$ cat src/include/lock_cfg.svh
`ifndef LOCK_CFG_SVH
`define LOCK_CFG_SVH

`define LOCK_TICKS_PER_SEC   20       // small for simulation
`define LOCK_LOCKOUT_SEC     8'h05    // BCD seconds
`define LOCK_MAX_TRIES       3
`define LOCK_DEFAULT_PW      12'h246

`define LOCK_CLICK_HALF      2        // half-periods in cycles
`define LOCK_SUCCESS_HALF    1
`define LOCK_FAIL_HALF       4

`define LOCK_CLICK_LEN       16       // pattern lengths in cycles
`define LOCK_SUCCESS_LEN     24
`define LOCK_FAIL_LEN        48
`define LOCK_FAIL_GAP_START  16       // silent window of the fail tone
`define LOCK_FAIL_GAP_END    32

`define LOCK_ADDR_PW         4'h0
`define LOCK_ADDR_STATUS     4'h4
`define LOCK_ADDR_FAILS      4'h8

`endif

$ cat src/hdl/lock_pkg.sv
package lock_pkg;

    typedef logic [3:0]  bcd_digit_t;   // one BCD digit
    typedef logic [11:0] bcd3_t;        // three BCD digits, hundreds on top
    typedef logic [2:0]  try_cnt_t;     // failed tries since last reset

    // decoded keypad codes, digits keep their own value
    typedef enum logic [4:0] {
        key_d0          = 5'd0,
        key_d1          = 5'd1,
        key_d2          = 5'd2,
        key_d3          = 5'd3,
        key_d4          = 5'd4,
        key_d5          = 5'd5,
        key_d6          = 5'd6,
        key_d7          = 5'd7,
        key_d8          = 5'd8,
        key_d9          = 5'd9,
        key_enter       = 5'd10,
        key_clear       = 5'd11,
        key_reset_tries = 5'd12,
        key_none        = 5'd31
    } key_code_t;

    typedef enum logic [1:0] {
        st_entry   = 2'd0,   // collecting digits
        st_open    = 2'd1,   // code accepted
        st_lockout = 2'd2    // too many failed tries
    } lock_state_t;

    typedef enum logic [1:0] {
        tone_click   = 2'd0,
        tone_success = 2'd1,
        tone_fail    = 2'd2
    } tone_t;

endpackage

$ cat src/hdl/key_decoder.sv
module key_decoder (
    input  logic                clk,
    input  logic                rst,
    input  logic [15:0]         keys,
    output logic                key_valid,
    output lock_pkg::key_code_t key_code
);

    logic [15:0]         keys_q;     // previous keypad sample
    lock_pkg::key_code_t code_next;
    logic                fresh;

    // keypad wiring to key codes
    function automatic lock_pkg::key_code_t decode(input logic [15:0] k);
        lock_pkg::key_code_t code;
        case (k)
            16'h0008: code = lock_pkg::key_d0;
            16'h0080: code = lock_pkg::key_d1;
            16'h0040: code = lock_pkg::key_d2;
            16'h0020: code = lock_pkg::key_d3;
            16'h0800: code = lock_pkg::key_d4;
            16'h0400: code = lock_pkg::key_d5;
            16'h0200: code = lock_pkg::key_d6;
            16'h8000: code = lock_pkg::key_d7;
            16'h0004: code = lock_pkg::key_d8;
            16'h2000: code = lock_pkg::key_d9;
            16'h0001: code = lock_pkg::key_enter;
            16'h1000: code = lock_pkg::key_clear;
            16'h0100: code = lock_pkg::key_reset_tries;
            default:  code = lock_pkg::key_none;    // idle, multi-hot or unused line
        endcase
        return code;
    endfunction

    assign code_next = decode(keys);
    assign fresh     = (keys != keys_q) && (code_next != lock_pkg::key_none);

    always_ff @(posedge clk) begin
        if (rst) begin
            keys_q    <= '0;
            key_valid <= 1'b0;
            key_code  <= lock_pkg::key_none;
        end else begin
            keys_q    <= keys;    // zero and multi-hot are remembered too
            key_valid <= fresh;
            if (fresh) begin
                key_code <= code_next;
            end
        end
    end

endmodule

$ cat src/hdl/lock_ctrl.sv
`include "lock_cfg.svh"

module lock_ctrl (
    input  logic                  clk,
    input  logic                  rst,
    input  logic                  key_valid,
    input  lock_pkg::key_code_t   key_code,
    input  lock_pkg::bcd3_t       password,
    input  logic                  lockout_done,
    input  lock_pkg::bcd3_t       remaining,
    output lock_pkg::bcd3_t       display,
    output lock_pkg::lock_state_t state,
    output lock_pkg::try_cnt_t    tries,
    output logic                  fail_event,
    output logic                  lockout_start,
    output logic                  locked_out,
    output logic                  tone_start,
    output lock_pkg::tone_t       tone_sel
);

    localparam lock_pkg::bcd3_t blank_code = 12'hFFF;
    localparam lock_pkg::bcd3_t open_code  = 12'h0AE;   // reads as "0PE"

    lock_pkg::bcd3_t    entry;        // newest digit in the low nibble
    logic [1:0]         digit_cnt;
    lock_pkg::try_cnt_t tries_inc;
    logic               key_entry;
    logic               key_open;
    logic               take_digit;
    logic               take_clear;
    logic               take_reset;
    logic               enter_full;
    logic               good_try;
    logic               bad_try;

    assign key_entry  = key_valid && (state == lock_pkg::st_entry);
    assign key_open   = key_valid && (state == lock_pkg::st_open);
    assign take_digit = key_entry && (key_code <= lock_pkg::key_d9) && (digit_cnt != 2'd3);
    assign take_clear = (key_entry || key_open) && (key_code == lock_pkg::key_clear);
    assign take_reset = (key_entry || key_open) && (key_code == lock_pkg::key_reset_tries);
    assign enter_full = key_entry && (key_code == lock_pkg::key_enter) && (digit_cnt == 2'd3);
    assign good_try   = enter_full && (entry == password);
    assign bad_try    = enter_full && (entry != password);
    assign tries_inc  = tries + 3'd1;

    // event pulses leave in the same cycle as the decision
    assign fail_event    = bad_try;
    assign lockout_start = bad_try && (tries_inc == lock_pkg::try_cnt_t'(`LOCK_MAX_TRIES));
    assign tone_start    = take_digit || take_clear || enter_full;
    assign locked_out    = (state == lock_pkg::st_lockout);

    always_comb begin
        if (good_try) begin
            tone_sel = lock_pkg::tone_success;
        end else if (bad_try) begin
            tone_sel = lock_pkg::tone_fail;
        end else begin
            tone_sel = lock_pkg::tone_click;
        end
    end

    always_comb begin
        case (state)
            lock_pkg::st_open:    display = open_code;
            lock_pkg::st_lockout: display = remaining;    // countdown seconds
            default:              display = entry;
        endcase
    end

    always_ff @(posedge clk) begin
        if (rst) begin
            state     <= lock_pkg::st_entry;
            entry     <= blank_code;
            digit_cnt <= 2'd0;
            tries     <= '0;
        end else begin
            if (take_digit) begin
                entry     <= {entry[7:0], lock_pkg::bcd_digit_t'(key_code)};
                digit_cnt <= digit_cnt + 2'd1;
            end
            if (take_clear || take_reset || enter_full) begin
                entry     <= blank_code;
                digit_cnt <= 2'd0;
            end
            if (take_reset) begin
                tries <= '0;
            end
            case (state)
                lock_pkg::st_entry: begin
                    if (good_try) begin
                        state <= lock_pkg::st_open;
                    end else if (lockout_start) begin
                        state <= lock_pkg::st_lockout;
                        tries <= '0;
                    end else if (bad_try) begin
                        tries <= tries_inc;
                    end
                end
                lock_pkg::st_open: begin
                    if (take_clear) begin
                        state <= lock_pkg::st_entry;    // relock
                    end
                end
                default: begin
                    if (lockout_done) begin
                        state <= lock_pkg::st_entry;
                    end
                end
            endcase
        end
    end

endmodule

$ cat src/hdl/lockout_timer.sv
`include "lock_cfg.svh"

module lockout_timer (
    input  logic            clk,
    input  logic            rst,
    input  logic            start,
    output lock_pkg::bcd3_t remaining,
    output logic            done
);

    localparam int presc_w = $clog2(`LOCK_TICKS_PER_SEC);

    logic [presc_w-1:0] presc;    // cycles within the current second
    logic               tick;

    // BCD decrement, borrow ripples upward
    function automatic lock_pkg::bcd3_t bcd_dec(input lock_pkg::bcd3_t v);
        lock_pkg::bcd3_t r;
        r = v;
        if (v[3:0] != 4'd0) begin
            r[3:0] = v[3:0] - 4'd1;
        end else begin
            r[3:0] = 4'd9;
            if (v[7:4] != 4'd0) begin
                r[7:4] = v[7:4] - 4'd1;
            end else begin
                r[7:4]  = 4'd9;
                r[11:8] = v[11:8] - 4'd1;
            end
        end
        return r;
    endfunction

    assign tick = (presc == presc_w'(`LOCK_TICKS_PER_SEC - 1));

    always_ff @(posedge clk) begin
        if (rst) begin
            presc     <= '0;
            remaining <= '0;
            done      <= 1'b0;
        end else begin
            done <= 1'b0;
            if (start) begin
                remaining <= {4'h0, 8'(`LOCK_LOCKOUT_SEC)};
                presc     <= '0;
            end else if (remaining != '0) begin    // idle at zero
                if (tick) begin
                    presc     <= '0;
                    remaining <= bcd_dec(remaining);
                    done      <= (remaining == 12'h001);
                end else begin
                    presc <= presc + 1'b1;
                end
            end
        end
    end

endmodule

$ cat src/hdl/buzzer_gen.sv
`include "lock_cfg.svh"

module buzzer_gen (
    input  logic            clk,
    input  logic            rst,
    input  logic            tone_start,
    input  lock_pkg::tone_t tone_sel,
    output logic            buzzer
);

    lock_pkg::tone_t sel_q;      // pattern being played
    logic            active;
    logic            level;      // square wave before gating
    logic [7:0]      len_cnt;
    logic [7:0]      half_cnt;
    logic [7:0]      len_max;
    logic [7:0]      half_max;
    logic            in_gap;

    always_comb begin
        case (sel_q)
            lock_pkg::tone_success: begin
                half_max = 8'(`LOCK_SUCCESS_HALF - 1);
                len_max  = 8'(`LOCK_SUCCESS_LEN - 1);
            end
            lock_pkg::tone_fail: begin
                half_max = 8'(`LOCK_FAIL_HALF - 1);
                len_max  = 8'(`LOCK_FAIL_LEN - 1);
            end
            default: begin
                half_max = 8'(`LOCK_CLICK_HALF - 1);
                len_max  = 8'(`LOCK_CLICK_LEN - 1);
            end
        endcase
    end

    // fail tone is broken in the middle
    assign in_gap = (sel_q == lock_pkg::tone_fail) &&
                    (len_cnt >= 8'(`LOCK_FAIL_GAP_START)) &&
                    (len_cnt < 8'(`LOCK_FAIL_GAP_END));
    assign buzzer = active && level && !in_gap;

    always_ff @(posedge clk) begin
        if (rst) begin
            active   <= 1'b0;
            level    <= 1'b0;
            sel_q    <= lock_pkg::tone_click;
            len_cnt  <= '0;
            half_cnt <= '0;
        end else if (tone_start) begin
            active   <= 1'b1;    // restart, even mid-pattern
            level    <= 1'b1;
            sel_q    <= tone_sel;
            len_cnt  <= '0;
            half_cnt <= '0;
        end else if (active) begin
            if (len_cnt == len_max) begin
                active <= 1'b0;
                level  <= 1'b0;
            end else begin
                len_cnt <= len_cnt + 8'd1;
            end
            if (half_cnt == half_max) begin
                half_cnt <= '0;
                level    <= ~level;
            end else begin
                half_cnt <= half_cnt + 8'd1;
            end
        end
    end

endmodule

$ cat src/hdl/apb_regs.sv
`include "lock_cfg.svh"

module apb_regs (
    input  logic                  clk,
    input  logic                  rst,
    input  logic [3:0]            paddr,
    input  logic                  psel,
    input  logic                  penable,
    input  logic                  pwrite,
    input  logic [31:0]           pwdata,
    output logic [31:0]           prdata,
    output logic                  pready,
    output logic                  pslverr,
    input  lock_pkg::lock_state_t state,
    input  lock_pkg::try_cnt_t    tries,
    input  logic                  fail_event,
    output lock_pkg::bcd3_t       password
);

    logic [7:0] fails;    // saturating total of wrong codes
    logic       access;
    logic       wr_en;
    logic       hit_pw;
    logic       hit_status;
    logic       hit_fails;

    assign access     = psel && penable;
    assign wr_en      = access && pwrite;
    assign hit_pw     = (paddr == `LOCK_ADDR_PW);
    assign hit_status = (paddr == `LOCK_ADDR_STATUS);
    assign hit_fails  = (paddr == `LOCK_ADDR_FAILS);

    assign pready  = 1'b1;    // no wait states
    assign pslverr = access && !(hit_pw || hit_status || hit_fails);

    always_comb begin
        prdata = '0;
        if (access && !pwrite) begin
            if (hit_pw) begin
                prdata = {20'h0, password};
            end else if (hit_status) begin
                prdata = {27'h0, tries, state};
            end else if (hit_fails) begin
                prdata = {24'h0, fails};
            end
        end
    end

    always_ff @(posedge clk) begin
        if (rst) begin
            password <= `LOCK_DEFAULT_PW;
            fails    <= '0;
        end else begin
            if (wr_en && hit_pw) begin
                password <= pwdata[11:0];
            end
            if (wr_en && hit_fails) begin
                fails <= '0;    // any write clears
            end else if (fail_event && (fails != 8'hFF)) begin
                fails <= fails + 8'd1;
            end
        end
    end

endmodule

$ cat src/hdl/lock_top.sv
module lock_top (
    input  logic            clk,
    input  logic            rst,
    input  logic [15:0]     keys,
    input  logic [3:0]      paddr,
    input  logic            psel,
    input  logic            penable,
    input  logic            pwrite,
    input  logic [31:0]     pwdata,
    output logic [31:0]     prdata,
    output logic            pready,
    output logic            pslverr,
    output lock_pkg::bcd3_t display,
    output logic            buzzer,
    output logic            locked_out
);

    logic                  key_valid;
    lock_pkg::key_code_t   key_code;
    lock_pkg::bcd3_t       password;
    lock_pkg::bcd3_t       remaining;       // lockout countdown
    logic                  lockout_start;
    logic                  lockout_done;
    lock_pkg::lock_state_t state;
    lock_pkg::try_cnt_t    tries;
    logic                  fail_event;
    logic                  tone_start;
    lock_pkg::tone_t       tone_sel;

    key_decoder u_key_decoder (
        .clk       (clk),
        .rst       (rst),
        .keys      (keys),
        .key_valid (key_valid),
        .key_code  (key_code)
    );

    lock_ctrl u_lock_ctrl (
        .clk           (clk),
        .rst           (rst),
        .key_valid     (key_valid),
        .key_code      (key_code),
        .password      (password),
        .lockout_done  (lockout_done),
        .remaining     (remaining),
        .display       (display),
        .state         (state),
        .tries         (tries),
        .fail_event    (fail_event),
        .lockout_start (lockout_start),
        .locked_out    (locked_out),
        .tone_start    (tone_start),
        .tone_sel      (tone_sel)
    );

    lockout_timer u_lockout_timer (
        .clk       (clk),
        .rst       (rst),
        .start     (lockout_start),
        .remaining (remaining),
        .done      (lockout_done)
    );

    buzzer_gen u_buzzer_gen (
        .clk        (clk),
        .rst        (rst),
        .tone_start (tone_start),
        .tone_sel   (tone_sel),
        .buzzer     (buzzer)
    );

    apb_regs u_apb_regs (
        .clk        (clk),
        .rst        (rst),
        .paddr      (paddr),
        .psel       (psel),
        .penable    (penable),
        .pwrite     (pwrite),
        .pwdata     (pwdata),
        .prdata     (prdata),
        .pready     (pready),
        .pslverr    (pslverr),
        .state      (state),
        .tries      (tries),
        .fail_event (fail_event),
        .password   (password)
    );

endmodule

$ cat config.mk
export PLATFORM = sky130hd
export DESIGN_NAME = lock_top
export DESIGN_NICKNAME = d
export VERILOG_FILES = /design/src/hdl/lock_pkg.sv /design/src/hdl/key_decoder.sv /design/src/hdl/lock_ctrl.sv /design/src/hdl/lockout_timer.sv /design/src/hdl/buzzer_gen.sv /design/src/hdl/apb_regs.sv /design/src/hdl/lock_top.sv
export VERILOG_INCLUDE_DIRS = /design/src /design/src/include
export SDC_FILE = /design/constraint.sdc
export NUM_CORES = 1
export LEC_CHECK = 0
export CELL_PAD_IN_SITES_DETAIL_PLACEMENT = 0
export CELL_PAD_IN_SITES_GLOBAL_PLACEMENT = 1
export CORE_MARGIN = 2
export CORE_UTILIZATION = 25
export CTS_BUF_LIST = sky130_fd_sc_hd__clkbuf_2 sky130_fd_sc_hd__clkbuf_4 sky130_fd_sc_hd__clkbuf_8
export CTS_CLUSTER_DIAMETER = 150
export CTS_CLUSTER_SIZE = 8
export DETAILED_ROUTE_END_ITERATION = 10
export DONT_BUFFER_PORTS = 1
export PLACE_DENSITY_LB_ADDON = 0.1
export SETUP_SLACK_MARGIN = 0.5
export SLEW_MARGIN = 5
export SYNTH_ARGS = -nofsm -noshare
export SYNTH_HDL_FRONTEND = slang
export SYNTH_SLANG_ARGS = --single-unit
$ cat constraint.sdc
create_clock -name clk -period 6.3 [get_ports clk]
set_input_delay 1.26 -clock clk [delete_from_list [all_inputs] [get_ports clk]]
set_output_delay 1.26 -clock clk [all_outputs]
set_load 0.005 [all_outputs]
# After elaboration in Yosys (flattened, before gate mapping)
# Cells that the tools add are included.
[word_totals] ff_bits=99 inputBits=57 out_inout_bits=48 word_cells=163
[classes] add_sub_neg=9 n_lt_le_gt_ge=3 eq_ne=36 n_mux=34 bitwise_logic=6 n_reduce_logical=55
[ops] operator="$mux W32" n=3
[ops] operator="$pmux W5 S13" n=1
[ops] operator="$add A8 B1 Y8 const B" n=3
[ops] operator="$mux W3" n=8
[ops] operator="$pmux W12 S2" n=1
[ops] operator="$logic_and A1 B1 Y1" n=23
[ops] operator="$eq A16 B1 Y1 const B" n=1
[ops] operator="$eq A16 B10 Y1 const B" n=1
[ops] operator="$eq A16 B11 Y1 const B" n=1
[ops] operator="$eq A16 B12 Y1 const B" n=1
[ops] operator="$eq A16 B13 Y1 const B" n=1
[ops] operator="$eq A16 B14 Y1 const B" n=1
[ops] operator="$eq A16 B16 Y1 const B" n=1
[ops] operator="$eq A16 B3 Y1 const B" n=1
[ops] operator="$eq A16 B4 Y1 const B" n=1
[ops] operator="$eq A16 B6 Y1 const B" n=1
[ops] operator="$eq A16 B7 Y1 const B" n=1
[ops] operator="$eq A16 B8 Y1 const B" n=1
[ops] operator="$eq A16 B9 Y1 const B" n=1
[ops] operator="$mux W8" n=2
[ops] operator="$ne A16 B16 Y1" n=1
[ops] operator="$eq A5 B4 Y1 const B" n=3
[ops] operator="$eq A12 B1 Y1 const B" n=1
[ops] operator="$eq A12 B12 Y1" n=1
[ops] operator="other kinds (41)" n=83

# Depth between registers and ports, before layout
# Gate-level depths: netlist of the first run.
[depth] word_depth=9 ltp_mapped=9

# Cells and area by module
# Synthesis of the first run repeated with hierarchy kept, for this count alone.
[unflattened] cells_unflattened=693 hier_area_um2=5846.9
[modules_own_cells] mod="apb_regs" instances=1 cells_per_inst=169 area_per_inst_um2=1371.3
[modules_own_cells] mod="lock_ctrl" instances=1 cells_per_inst=166 area_per_inst_um2=1342.5
[modules_own_cells] mod="key_decoder" instances=1 cells_per_inst=135 area_per_inst_um2=1199.9
[modules_own_cells] mod="buzzer_gen" instances=1 cells_per_inst=112 area_per_inst_um2=996.0
[modules_own_cells] mod="lockout_timer" instances=1 cells_per_inst=111 area_per_inst_um2=937.1

# Least setup slack after synthesis of the first run
# OpenSTA, ideal clock, no wires.
[synth_timing] path_type="in2out" startpoint="input psel" endpoint="output prdata[4]" arrival_time_ns=2.369 required_ns=5.040 setup_slack_ns=2.671 cell_stages=4 cell_sequence="nand2_1 or2_1 or3_1 a2111oi_0"
[synth_between] elab_chain_len=3
[synth_lines] item="start, declared" line="lock_top.sv:6" text="input logic psel,"
[synth_lines] item="$logic_and A1 B1 Y1" line="apb_regs.sv:27" text="assign access = psel && penable;"
[synth_lines] item="$logic_and A1 B1 Y1" line="apb_regs.sv:38" text="if (access && !pwrite) begin"
[synth_lines] item="$mux W32" line="apb_regs.sv:38"
[synth_lines] item="end, declared" line="lock_top.sv:10" text="output logic [31:0] prdata,"
# No other way between the ends.

# Final worst setup path of the first run
# Ends and elaborated chain as after synthesis.

==> flow_summary.rst, run 1 <==
.. list-table::
   :header-rows: 1

   * - Metric
     - Value
   * - Number of cells on the worst reg-to-reg path
     - 7
   * - Area of the mapped netlist
     - 0.005553 mm^2
   * - Number of input and output port buffers inserted
     - 0
   * - Setup slack, reg-to-reg
     - 3720 ps
   * - Pin slew with the least headroom to its limit
     - around 940 ps
   * - Ys async rst share
     - 0%
   * - Clock period minus worst slack
     - 3824 ps
   * - Global-route total usage across every layer
     - between 10% and 20%
   * - Worst endpoint required time
     - 5040 ps
   * - Post-cts sizing count
     - 0
   * - Net count reported at finish
     - roughly 730
   * - Number of nets with antenna violations after detailed routing
     - 0
   * - Terminus of the critical flop-to-flop path
     - u_lockout_timer.done
   * - Placeable core region
     - 0.02182 mm^2
   * - Buffers inserted during post-CTS setup optimization
     - 0
   * - Die area
     - 0.02342 mm^2
   * - EDFF count, synth
     - 0
   * - Site row count
     - 54
   * - Root buffer cell
     - sky130_fd_sc_hd__clkbuf_8
   * - Final hold violation count
     - 0
   * - Die span in y
     - 153.0 um
   * - Setup clock skew after layout
     - 13.74 ps
   * - Flop and latch count out of synthesis
     - 99
   * - Unrepaired setup endpoints after global routing
     - no
   * - CP max FO
     - 5
   * - Routability Congestion
     - 0.8162
   * - Clock transition at the registers of the reported paths
     - approximately 90 ps
   * - Detail-routed net length per standard cell
     - between 15 and 20 um
   * - Antenna violations before repair
     - 0
   * - H-tree Lvls
     - 3
   * - Delay-heaviest family, CP
     - simple AND/OR/NAND/NOR gates
   * - DPL Wire Length
     - 11,390 um
   * - Delay of the slowest critical-path stage
     - 610 ps
   * - Kind of start point of the critical path
     - input pin
   * - Distinct cell type count of the synthesized netlist
     - 65
   * - Portion of synthesized cell area occupied by the leading cell type
     - 35.69%
   * - Average footprint of a synthesized cell
     - 8.048 um^2
   * - Critical Path Slowest Stage Cell
     - sky130_fd_sc_hd__a2111oi_0
   * - Ordered cell list for the critical path
     - nand2_1 -> or2_1 -> or3_1 -> a2111oi_0
   * - Vias in the first global route
     - between 4,000 and 5,000
   * - Synthesized instance count
     - 690
   * - Result of the run
     - complete, no violations
   * - Cell type with the highest aggregate area in the netlist
     - sky130_fd_sc_hd__dfxtp_1
   * - Most area-consuming cells after synthesis
     - sky130_fd_sc_hd__dfxtp_1, sky130_fd_sc_hd__xor2_1, sky130_fd_sc_hd__nor2_1, sky130_fd_sc_hd__a21oi_1, sky130_fd_sc_hd__nand2_1
   * - Pins Over Slew Limit
     - 0
   * - Reported max-cap violation count
     - 0
   * - First-iteration detailed-routing DRC count
     - around 150
   * - Finished Core Util
     - a little over a quarter
   * - Worst R2R Start
     - u_lock_ctrl.state[0]
   * - Vias after detailed routing
     - between 4,000 and 5,000
   * - Setup_tns
     - 0 ps
   * - Critical path buffers and inverters
     - 0
   * - Skew-Pair Late Insertion Delay
     - 390 ps
   * - Clock sink count
     - 99
   * - Most common flop cell mapped by yosys
     - sky130_fd_sc_hd__dfxtp_1
   * - Worst Hold Launch
     - u_lock_ctrl.digit_cnt[1]
   * - Share of the yosys chip area belonging to registers
     - between 30% and 40%
   * - Final setup violation count
     - 0
   * - Endpoint kind of the worst setup timing path
     - primary output
   * - Synthesis-to-layout area growth
     - 5.859%
   * - Worst-case hold slack
     - between 400 and 500 ps
   * - Remaining Overflow, GRT
     - 0
   * - Maximum number of pins on one net before global-route repair
     - 52
   * - Class of the most critical setup path
     - in2out
   * - Die X
     - 153.0 um
   * - Cell leakage power
     - 2.037 nW
   * - Maximum clock rate
     - between 0.2 and 0.3 GHz
   * - WHS Endpoint
     - u_lock_ctrl.digit_cnt[1]
   * - Maximum number of buffers from clock root to sink
     - 2
   * - Fraction of layout cells with a size suffix above 1
     - 5.389%
   * - Power per cell area
     - 192.6 mW/mm^2
   * - Period utilisation layout
     - 60.69%
   * - Vias per cell
     - 4.786
   * - Total wire length after detailed routing
     - 15,250 um
   * - Worst Hold Class
     - reg2reg
   * - Post-CTS Hold Buffers
     - 0
   * - Initial Utilization
     - 25.44%
   * - CP Data Arrival Time
     - 2560 ps
   * - Warnings from Yosys
     - 0
   * - Commonest cells in the synthesized netlist
     - sky130_fd_sc_hd__dfxtp_1, sky130_fd_sc_hd__nor2_1, sky130_fd_sc_hd__nand2_1, sky130_fd_sc_hd__a21oi_1, sky130_fd_sc_hd__xor2_1
   * - Global-route wire length before repair
     - 24,170 um
   * - TritonCTS clock tree
     - yes
   * - Number of top-level pins
     - roughly 110
   * - Diode insertion count for antenna repair
     - 0
   * - DRC viols
     - 0
   * - DR pass1 iterations
     - 4
   * - Remaining max-slew budget at the tightest pin
     - around 37%
   * - Dominant cell by count in the synthesized netlist
     - sky130_fd_sc_hd__dfxtp_1
   * - CTS Buf Count
     - 9
   * - Hold Path Cell Cnt
     - 2
   * - Largest vdd supply drop
     - between 0.08 and 0.09 mV
## metal layers
metal,vias to the layer above,GRT usage (%),part of all wire [%]
li1,2318,-,-
met1,2140,16.17,46
met2,68,22.26,50
met3,11,3.459,3.7
met4,0,2.822,0.79
met5,-,0,0
## cells by family (layout without fill, tap and decap cells)
logic type,after synthesis,in the layout,share of synthesized area [%]
flip-flops,99,99,35.69
adder cells (fa/ha/maj),13,13,2.929
AND/OR/NAND/NOR,304,304,29.00
buffers and inverters,78,37,7.075
AO/OA/AOI/OAI,127,127,14.31
other,2,21,0.1352
multiplexers,10,10,1.870
XOR/XNOR,57,57,8.991
## worst reg2reg max path, cell delays in order (launching register included)
cell and delay, ps:
sky130_fd_sc_hd__dfxtp_1 350, sky130_fd_sc_hd__inv_1 160, sky130_fd_sc_hd__ha_1 320, sky130_fd_sc_hd__nand2_1 140, sky130_fd_sc_hd__nor3_2 390, sky130_fd_sc_hd__nand3_1 280, sky130_fd_sc_hd__nand2b_1 650, sky130_fd_sc_hd__nor3_1 150
## how the worst max path moves through the flow
stage,start,to,slack (ps),cells after the start
floorplan,psel,prdata[4],2670,4
global placement,psel,prdata[4],2510,4
detailed placement,psel,prdata[4],2480,4
CTS,psel,prdata[4],2460,4
global route,psel,prdata[4],2350,4
finish,psel,prdata[4],2480,4
## cell type report
class                           count  area [um^2]
Fill cell                        2366        15950
Multi-Input combinational cell    532         3254
Clock inverter                      6        71.32
Tap cell                          280        350.3
Timing Repair Buffer                1        7.507
Sequential cell                    99         1982
Clock buffer                       10        137.6
Inverter                           20        75.07
## placed cells by master, fill, tap and decap left out, drive strengths merged, types with 3 or more instances in the layout
master / synthesis / final
o21ai: 29 / 29
and2: 5 / 5
xnor2: 11 / 11
nand2: 64 / 64
conb: 2 / 21
clkbuf: 25 / 10
or2: 3 / 3
nand4bb: 3 / 3
a32oi: 3 / 3
o211ai: 10 / 10
o31ai: 4 / 4
nor3b: 3 / 3
nor3: 18 / 18
a22oi: 5 / 5
nor2b: 23 / 23
nor4: 18 / 18
a21oi: 50 / 50
nand3: 35 / 35
or4: 5 / 5
ha: 13 / 13
mux2: 3 / 3
a31oi: 5 / 5
nand4: 11 / 11
mux2i: 7 / 7
a211oi: 3 / 3
nor4b: 3 / 3
xor2: 46 / 46
nand2b: 10 / 10
dfxtp: 99 / 99
inv: 20 / 22
and3: 8 / 8
or3: 13 / 13
nand3b: 5 / 5
nor2: 73 / 73
a21o: 3 / 3
## registers in the layout (all words and copies together) (netlist names), 2 cells and up
name	count
u_lock_ctrl.digit_cnt	2
u_key_decoder.keys_q	16
u_buzzer_gen.sel_q	2
u_key_decoder.key_code	5
u_lock_ctrl.entry	12
u_apb_regs.fails	8
u_lockout_timer.presc	5
u_apb_regs.password	12
u_lockout_timer.remaining	12
u_lock_ctrl.state	2
u_buzzer_gen.len_cnt	8
u_lock_ctrl.tries	3
u_buzzer_gen.half_cnt	8
## metrics by stage
stage / cells / worst slack, ps / power, mW / instance area [um^2]
after floorplan: 709 / 2671 / 0.7125 / 5624
after global placement: 932 / 2510 / 0.6955 / 5669
after detailed placement: 932 / 2476 / 0.6957 / 5669
after CTS: 948 / 2465 / 1.160 / 5878
after global routing: 948 / 2354 / 1.184 / 5878
final: 948 / 2476 / 1.132 / 5878
## power breakdown
group / switching (mW) / total [mW] / internal (mW)
Sequential: 0.00345 / 0.635 / 0.632
Clock: 0.252 / 0.450 / 0.198
Combinational: 0.0257 / 0.0460 / 0.0203
Total: 0.281 / 1.13 / 0.851
(Power assumes the default switching activity.)
==> run 2: changes to the inputs <==
- clock period: 6.3 -> 3.4 ns (I/O delays scaled with it)
==> flow_summary.rst, run 2 (synthesis gave the netlist of run 1 again) <==
.. list-table::
   :header-rows: 1

   * - Metric
     - Value
   * - Amount of wire on met2 after detailed routing
     - 7408 um (was 7553 um)
   * - Pin slew with the least headroom to its limit
     - 794.6 ps (was 935.7 ps)
   * - CTS Buf Count
     - 9 (unchanged)
   * - Wire length on met1
     - 7060 um (was 7007 um)
   * - DRC viols
     - 0 (unchanged)
   * - Unrepaired setup endpoints after global routing
     - no (unchanged)
   * - Clock sink count
     - 99 (unchanged)
   * - Final setup violation count
     - 0 (unchanged)
   * - Global-route wire length before repair
     - 24,170 um (unchanged)
   * - Leading cell types in the layout, fill and taps excluded
     - sky130_fd_sc_hd__dfxtp_1, sky130_fd_sc_hd__nor2_1, sky130_fd_sc_hd__nand2_1 (unchanged)
   * - Met3 layer wire length in the routed design
     - 504 um (was 570 um)
   * - Maximum number of buffers from clock root to sink
     - 2 (unchanged)
   * - Antenna violations before repair
     - 0 (unchanged)
   * - Reported max-cap violation count
     - 0 (unchanged)
   * - Worst R2R Start
     - u_lock_ctrl.entry[7] (was u_lock_ctrl.state[0])
   * - Clock period minus worst slack
     - between 2000 and 3000 ps
   * - Tot Pwr
     - 2.018 mW (was 1.132 mW)
   * - Placed insts
     - 936 (was 932)
   * - Setup crit end
     - prdata[4] (unchanged)
   * - Terminus of the critical flop-to-flop path
     - u_lockout_timer.remaining[9] (was u_lockout_timer.done)
   * - Final hold violation count
     - 0 (unchanged)
   * - Routability Congestion
     - 0.8258 (was 0.8162)
   * - Power per cell area
     - 343.1 mW/mm^2 (was 192.6 mW/mm^2)
   * - Global-route total usage across every layer
     - 13.05% (was 12.92%)
   * - Die area
     - 0.02342 mm^2 (unchanged)
   * - Post-CTS Hold Buffers
     - 0 (unchanged)
   * - Pins Over Slew Limit
     - 0 (unchanged)
   * - Post-Place Worst Slack
     - 734.0 ps (was 2476 ps)
   * - Worst Setup SP
     - psel (unchanged)
   * - Buffers inserted during post-CTS setup optimization
     - 0 (unchanged)
   * - Vias per cell
     - 4.765 (was 4.786)
   * - DPL Wire Length
     - 11,420 um (was 11,390 um)
   * - Fraction of layout cells with a size suffix above 1
     - 5.952% (was 5.389%)
   * - Crit. path cell count
     - 5 (was 4)
   * - Largest vdd supply drop
     - 0.1405 mV (was 0.08018 mV)
   * - Synthesis-to-layout area growth
     - 5.904% (was 5.859%)
   * - Die span in y
     - 153.0 um (unchanged)
   * - Remaining Overflow, GRT
     - 0 (unchanged)
   * - Maximum number of pins on one net before global-route repair
     - 52 (unchanged)
   * - Class of the most critical setup path
     - in2out (unchanged)
   * - Maximum clock rate
     - 0.3759 GHz
   * - Placeable core region
     - 0.02182 mm^2 (unchanged)
   * - Number of input and output port buffers inserted
     - 0 (unchanged)
   * - Vias in the first global route
     - 4,379 (was 4,334)
   * - Remaining max-slew budget at the tightest pin
     - 46.83% (was 37.20%)
   * - Cell leakage power
     - 2.039 nW (was 2.037 nW)
   * - First-iteration detailed-routing DRC count
     - 222 (was 153)
   * - Critical Path Slowest Stage Cell
     - sky130_fd_sc_hd__or3_1 (was sky130_fd_sc_hd__a2111oi_0)
   * - CP Data Arrival Time
     - 1980 ps (was 2560 ps)
   * - Number of flip-flops in the largest register
     - 16 (unchanged)
   * - Non-filler cells, final
     - 952 (was 948)
   * - Total wire length after detailed routing
     - 15,210 um (was 15,250 um)
   * - Kind of start point of the critical path
     - input pin (unchanged)
   * - Most frequent standard cell in the layout excluding fill and tap cells
     - sky130_fd_sc_hd__dfxtp_1 (unchanged)
   * - Worst endpoint required time
     - 2720 ps (was 5040 ps)
   * - Diode insertion count for antenna repair
     - 0 (unchanged)
   * - Delay-heaviest family, CP
     - simple AND/OR/NAND/NOR gates (unchanged)
   * - Number of nets with antenna violations after detailed routing
     - 0 (unchanged)
   * - Filler cell count in the final layout
     - 2,366 (unchanged)
   * - Delay of the slowest critical-path stage
     - 400 ps (was 610 ps)
   * - Vias after detailed routing
     - 4,536 (was 4,537)
   * - Site row count
     - 54 (unchanged)
   * - Critical path buffers and inverters
     - 1 (was 0)
   * - Endpoint kind of the worst setup timing path
     - primary output (unchanged)
   * - Initial Utilization
     - 25.44% (unchanged)
   * - Worst Hold Class
     - in2reg (was reg2reg)
   * - DR pass1 iterations
     - 4 (unchanged)
   * - Post-cts sizing count
     - 0 (unchanged)
   * - Result of the run
     - complete, no violations (unchanged)
   * - CP max FO
     - 5 (unchanged)
   * - Number of top-level pins
     - 105 (unchanged)
   * - H-tree Lvls
     - 3 (unchanged)
   * - Setup clock skew after layout
     - 18.26 ps (was 13.74 ps)
   * - Skew-Pair Late Insertion Delay
     - 390 ps (about the same)
   * - Root buffer cell
     - sky130_fd_sc_hd__clkbuf_8 (unchanged)
   * - Setup slack, reg-to-reg
     - 1040 ps (was 3720 ps)
   * - Ordered cell list for the critical path
     - nand2_1 -> or2_1 -> or3_1 -> a2111oi_0 -> buf_4 (was nand2_1 -> or2_1 -> or3_1 -> a2111oi_0)
   * - Setup_tns
     - 0 ps (unchanged)
   * - Finished Core Util
     - 26.95% (was 26.94%)
   * - PnR worst setup slack
     - 739.8 ps (was 2476 ps)
   * - Uppermost metal layer occupied by signal nets
     - met4 (unchanged)
   * - Net count reported at finish
     - 737 (was 733)
   * - Clock transition at the registers of the reported paths
     - 110 ps (was 90 ps)
   * - Detail-routed net length per standard cell
     - 15.97 um (was 16.09 um)
   * - Number of cells on the worst reg-to-reg path
     - 6 (was 7)
   * - Die X
     - 153.0 um (unchanged)
   * - Period utilisation layout
     - 78.24%
   * - TritonCTS clock tree
     - yes (unchanged)
   * - Largest reg by FF count
     - u_key_decoder.keys_q (unchanged)
==> run 2: cell types whose count changed in the layout (fill, tap and decap cells not counted), sizes merged <==
cell,before,now
buf,1,5
bufinv,1,0
clkbuf,10,9
clkinvlp,2,3
inv,22,23
==> run 2: report_power, final <==
part           switching (mW)  internal (mW)
logic                  0.0469         0.0390
registers             0.00616           1.17
clock network           0.477          0.278
==> run 2: cell type report <==
type                    instances  area [um^2]  share of cell area [%]
flip-flops and latches         99         1982                   33.70
well taps                     280        350.3                   5.957
clock buffers                   9        123.9                   2.106
repair buffers                  5        37.54                  0.6383
multi-input cells             532         3252                   55.30
inverters                      20        75.07                   1.277
clock inverters                 7        60.06                   1.021
==> run 2: worst reg2reg max path: stages (launching register included) <==
cell,delay (ps)
sky130_fd_sc_hd__dfxtp_1,510
sky130_fd_sc_hd__xor2_1,110
sky130_fd_sc_hd__nor4_1,280
sky130_fd_sc_hd__nand3_1,310
sky130_fd_sc_hd__nand3_1,290
sky130_fd_sc_hd__nand2b_1,450
sky130_fd_sc_hd__a211oi_1,340
==> run 2: metal layers <==
layer / vias to the layer above / GRT usage, %
met5: - / 0
met4: 0 / 4.497
met3: 12 / 2.722
met2: 69 / 22.19
met1: 2142 / 16.37
li1: 2313 / -
==> run 2: worst min path at each step <==
stage                                   start                   endpoint  depth (start not counted)
floorplan           u_key_decoder.key_code[4]  u_key_decoder.key_code[4]                          1
global placement     u_lock_ctrl.digit_cnt[1]   u_lock_ctrl.digit_cnt[1]                          2
detailed placement  u_key_decoder.key_code[4]  u_key_decoder.key_code[4]                          1
CTS                                       rst     u_apb_regs.password[7]                          1
global route                              rst       u_lock_ctrl.tries[1]                          1
finish                                    rst       u_lock_ctrl.tries[2]                          1
==> run 2: per-stage QoR <==
step           hold WS (ps)  area (um^2)
2_1_floorplan         432.8         5624
3_3_place_gp          454.1         5694
3_5_place_dp          460.3         5694
4_1_cts               325.8         5878
5_1_grt               323.0         5881
6_report              364.3         5881
==> run 3: changes to the inputs <==
- ABC_AREA: not set -> 1
- clock period: 3.4 -> 2.48 ns (I/O delays scaled with it)
==> flow_summary.rst, run 3 <==
.. list-table::
   :header-rows: 1

   * - Metric
     - Value
   * - Ordered cell list for the critical path
     - inv_2 -> ha_4 -> buf_12 -> o211ai_1 (was nand2_1 -> or2_1 -> or3_1 -> a2111oi_0 -> buf_4)
   * - PnR worst setup slack
     - 484.6 ps (was 739.8 ps)
   * - DR pass1 iterations
     - 5 (was 4)
   * - Largest reg by FF count
     - u_key_decoder.keys_q (unchanged)
   * - Critical Path Slowest Stage Cell
     - sky130_fd_sc_hd__dfxtp_2 (was sky130_fd_sc_hd__or3_1)
   * - Commonest cells in the synthesized netlist
     - sky130_fd_sc_hd__nand2_1, sky130_fd_sc_hd__inv_1, sky130_fd_sc_hd__dfxtp_1, sky130_fd_sc_hd__nor2_1, sky130_fd_sc_hd__nand3_1 (was sky130_fd_sc_hd__dfxtp_1, sky130_fd_sc_hd__nor2_1, sky130_fd_sc_hd__nand2_1, sky130_fd_sc_hd__a21oi_1, sky130_fd_sc_hd__xor2_1)
   * - Remaining Overflow, GRT
     - 0 (unchanged)
   * - Reported max-cap violation count
     - 0 (unchanged)
   * - Vias in the first global route
     - 4,590 (was 4,379)
   * - Number of flip-flops in the largest register
     - 16 (unchanged)
   * - Clk network pwr share
     - 38.7% (was 37.4%)
   * - CP max FO
     - 17 (was 5)
   * - Setup_tns
     - 0 ps (unchanged)
   * - DRC viols
     - 0 (unchanged)
   * - Routability Congestion
     - 0.7683 (was 0.8258)
   * - Dominant cell by count in the synthesized netlist
     - sky130_fd_sc_hd__nand2_1 (was sky130_fd_sc_hd__dfxtp_1)
   * - Maximum number of pins on one net before global-route repair
     - 33 (was 52)
   * - Worst endpoint required time
     - 1980 ps (was 2720 ps)
   * - Root buffer cell
     - sky130_fd_sc_hd__clkbuf_8 (unchanged)
   * - Area of the mapped netlist
     - 0.005504 mm^2 (was 0.005553 mm^2)
   * - Switching pwr
     - 756.2 uW (was 529.7 uW)
   * - Post-Place Worst Slack
     - 250.2 ps (was 734.0 ps)
   * - Net count reported at finish
     - 861 (was 737)
   * - Power per cell area
     - 483.2 mW/mm^2 (was 343.1 mW/mm^2)
   * - Skew-Pair Late Insertion Delay
     - 380 ps (was 390 ps)
   * - Maximum number of buffers from clock root to sink
     - 2 (unchanged)
   * - Largest vdd supply drop
     - 0.2901 mV (was 0.1405 mV)
   * - Die area
     - 0.02322 mm^2 (was 0.02342 mm^2)
   * - Final setup violation count
     - 0 (unchanged)
   * - Placeable core region
     - 0.02169 mm^2 (was 0.02182 mm^2)
   * - Share of the yosys chip area belonging to registers
     - 36.01% (was 35.69%)
   * - Result of the run
     - complete, no violations (unchanged)
   * - Vias per cell
     - 4.494 (was 4.765)
   * - Distinct cell type count of the synthesized netlist
     - 45 (was 65)
   * - Global-route wire length before repair
     - 24,610 um (was 24,170 um)
   * - Unrepaired setup endpoints after global routing
     - yes (was no)
   * - Most common flop cell mapped by yosys
     - sky130_fd_sc_hd__dfxtp_1 (unchanged)
   * - Ys async rst share
     - 0% (unchanged)
   * - Clock transition at the registers of the reported paths
     - 100 ps (was 110 ps)
   * - DPL Wire Length
     - 11,960 um (was 11,420 um)
   * - Class of the most critical setup path
     - reg2out (was in2out)
   * - Portion of total power attributed to combinational logic
     - 6.9% (was 4.3%)
   * - Antenna violations before repair
     - 2 (was 0)
   * - Pins Over Slew Limit
     - 0 (unchanged)
   * - Site row count
     - 54 (unchanged)
   * - Period utilisation layout
     - about four fifths
   * - Cell type with the highest aggregate area in the netlist
     - sky130_fd_sc_hd__dfxtp_1 (unchanged)
   * - Clock period minus worst slack
     - between 1500 and 2000 ps
   * - Synthesized instance count
     - 783 (was 690)
   * - Vias after detailed routing
     - 4,845 (was 4,536)
   * - Worst Hold Class
     - in2reg (unchanged)
   * - First-iteration detailed-routing DRC count
     - 282 (was 222)
   * - Cell leakage power
     - 2.583 nW (was 2.039 nW)
   * - TritonCTS clock tree
     - yes (unchanged)
   * - Clock sink count
     - 99 (unchanged)
   * - Number of input and output port buffers inserted
     - 0 (unchanged)
   * - Portion of synthesized cell area occupied by the leading cell type
     - 36.01% (was 35.69%)
   * - Die span in y
     - 152.4 um (was 153.0 um)
   * - Fraction of power spent switching nets
     - 25.48% (was 26.25%)
   * - Number of top-level pins
     - 105 (unchanged)
   * - Internal Pwr Total
     - 2.212 mW (was 1.488 mW)
   * - Filler cell count in the final layout
     - 2,346 (was 2,366)
   * - Average footprint of a synthesized cell
     - 7.029 um^2 (was 8.048 um^2)
   * - Setup clock skew after layout
     - 12.36 ps (was 18.26 ps)
   * - Endpoint kind of the worst setup timing path
     - primary output (unchanged)
   * - Pin slew with the least headroom to its limit
     - 636.3 ps (was 794.6 ps)
   * - Initial Utilization
     - 25.38% (was 25.44%)
   * - Kind of start point of the critical path
     - register (was input pin)
   * - Post-Layout Inst Area
     - 0.006142 mm^2 (was 0.005881 mm^2)
   * - Flop and latch count out of synthesis
     - 99 (unchanged)
   * - Number of nets with antenna violations after detailed routing
     - 0 (unchanged)
   * - EDFF count, synth
     - 0 (unchanged)
   * - Remaining max-slew budget at the tightest pin
     - 57.29% (was 46.83%)
   * - CP Data Arrival Time
     - 1500 ps (was 1980 ps)
   * - Die X
     - 152.4 um (was 153.0 um)
   * - Final hold violation count
     - 0 (unchanged)
   * - H-tree Lvls
     - 3 (unchanged)
   * - CTS Buf Count
     - 9 (unchanged)
   * - Most area-consuming cells after synthesis
     - sky130_fd_sc_hd__dfxtp_1, sky130_fd_sc_hd__nand2_1, sky130_fd_sc_hd__inv_1, sky130_fd_sc_hd__nor2_1, sky130_fd_sc_hd__nand3_1 (was sky130_fd_sc_hd__dfxtp_1, sky130_fd_sc_hd__xor2_1, sky130_fd_sc_hd__nor2_1, sky130_fd_sc_hd__a21oi_1, sky130_fd_sc_hd__nand2_1)
   * - Post-CTS Hold Buffers
     - 0 (unchanged)
   * - Delay of the slowest critical-path stage
     - 360 ps (was 400 ps)
   * - Global-route total usage across every layer
     - 13.31% (was 13.05%)
   * - Total wire length after detailed routing
     - 15,410 um (was 15,210 um)
   * - Warnings from Yosys
     - 0 (unchanged)
   * - Detail-routed net length per standard cell
     - 14.29 um (was 15.97 um)
   * - Synthesis-to-layout area growth
     - 11.59% (was 5.904%)
   * - Maximum clock rate
     - around 0.50 GHz
   * - Most frequent standard cell in the layout excluding fill and tap cells
     - sky130_fd_sc_hd__nand2_1 (was sky130_fd_sc_hd__dfxtp_1)
   * - Leading cell types in the layout, fill and taps excluded
     - sky130_fd_sc_hd__nand2_1, sky130_fd_sc_hd__inv_1, sky130_fd_sc_hd__dfxtp_1 (was sky130_fd_sc_hd__dfxtp_1, sky130_fd_sc_hd__nor2_1, sky130_fd_sc_hd__nand2_1)
   * - Portion of total power attributed to sequential cells
     - 54.4% (was 58.3%)
   * - Fraction of layout cells with a size suffix above 1
     - 13.82% (was 5.952%)
   * - Post-detailed-placement cell area
     - 0.005772 mm^2 (was 0.005694 mm^2)
## run 3: worst max-delay path, delay by kind of cell, from the launching register on
| family | cells | cell delay (ps) |
|---|---|---|
| DFF | 1 | 360 |
| adders and majority gates | 1 | 270 |
| AOI/OAI and AO/OA | 1 | 260 |
| buffers and inverters | 2 | 230 |
## run 3: power groups by stage
stage                     Combinational, mW  Sequential (mW)  Clock [mW]
after floorplan                       0.167             1.65           0
after global placement                0.183             1.65           0
after detailed placement              0.184             1.65           0
after CTS                             0.206             1.61        1.22
after global routing                  0.230             1.62        1.26
final                                 0.206             1.61        1.15
## run 3: path summary, 6_finish.rpt
kind                           startpoint                      end  slack, ps  cells past startpoint
setup / recovery     u_lock_ctrl.state[0]               display[2]        480                      4
hold / removal                        rst  u_key_decoder.keys_q[1]        180                      1
setup reg to reg     u_lock_ctrl.state[0]      u_apb_regs.fails[6]        650                     10
hold reg to reg   u_buzzer_gen.len_cnt[7]  u_buzzer_gen.len_cnt[7]        480                      2
## run 3: per-stage QoR
| stage | cells | utilization (%) | hold slack [ps] | power, mW |
|---|---|---|---|---|
| 3_3_place_gp | 1056 | 26.61 | 457.6 | 1.832 |
| 2_1_floorplan | 802 | - | 441.1 | 1.815 |
| 5_1_grt | 1078 | 28.32 | 131.6 | 3.108 |
| 6_report | 1078 | 28.32 | 175.7 | 2.968 |
| 3_5_place_dp | 1056 | 26.61 | 465.2 | 1.835 |
| 4_1_cts | 1074 | 28.03 | 133.9 | 3.039 |
## run 3: kinds of logic after synthesis
kind of cell | synth area share (%)
buf+inv | 12.05
xor+xnor | 3.819
fa+ha+maj | 2.955
flops | 36.01
simple gates | 32.12
other cells | 0.1364
compound gates | 12.73
mux | 0.1819
## run 3: what timing repair did
action	4_1_cts	5_1_grt
resized for setup	24	12
pin swaps	4	3
buffers inserted	2	2
setup endpoints to repair	40	44
## run 3: final cells by class
cell class | instances | area [um^2] | share of cell area, %
diodes | 2 | 5.005 | 0.08148
clock buffers | 11 | 151.4 | 2.465
clock inverters | 5 | 57.56 | 0.9371
inverters | 115 | 436.7 | 7.109
multi-input cells | 552 | 3039 | 49.48
flip-flops and latches | 99 | 1984 | 32.31
well taps | 280 | 350.3 | 5.704
repair buffers | 14 | 117.6 | 1.915
## run 3: layer usage
metal | vias to the layer above | GRT usage, % | share of wire, %
met5 | - | 0 | 0
met4 | 0 | 4.495 | 1.5
met3 | 13 | 3.242 | 5.0
met2 | 100 | 21.02 | 45
met1 | 2206 | 17.81 | 48
li1 | 2526 | - | -
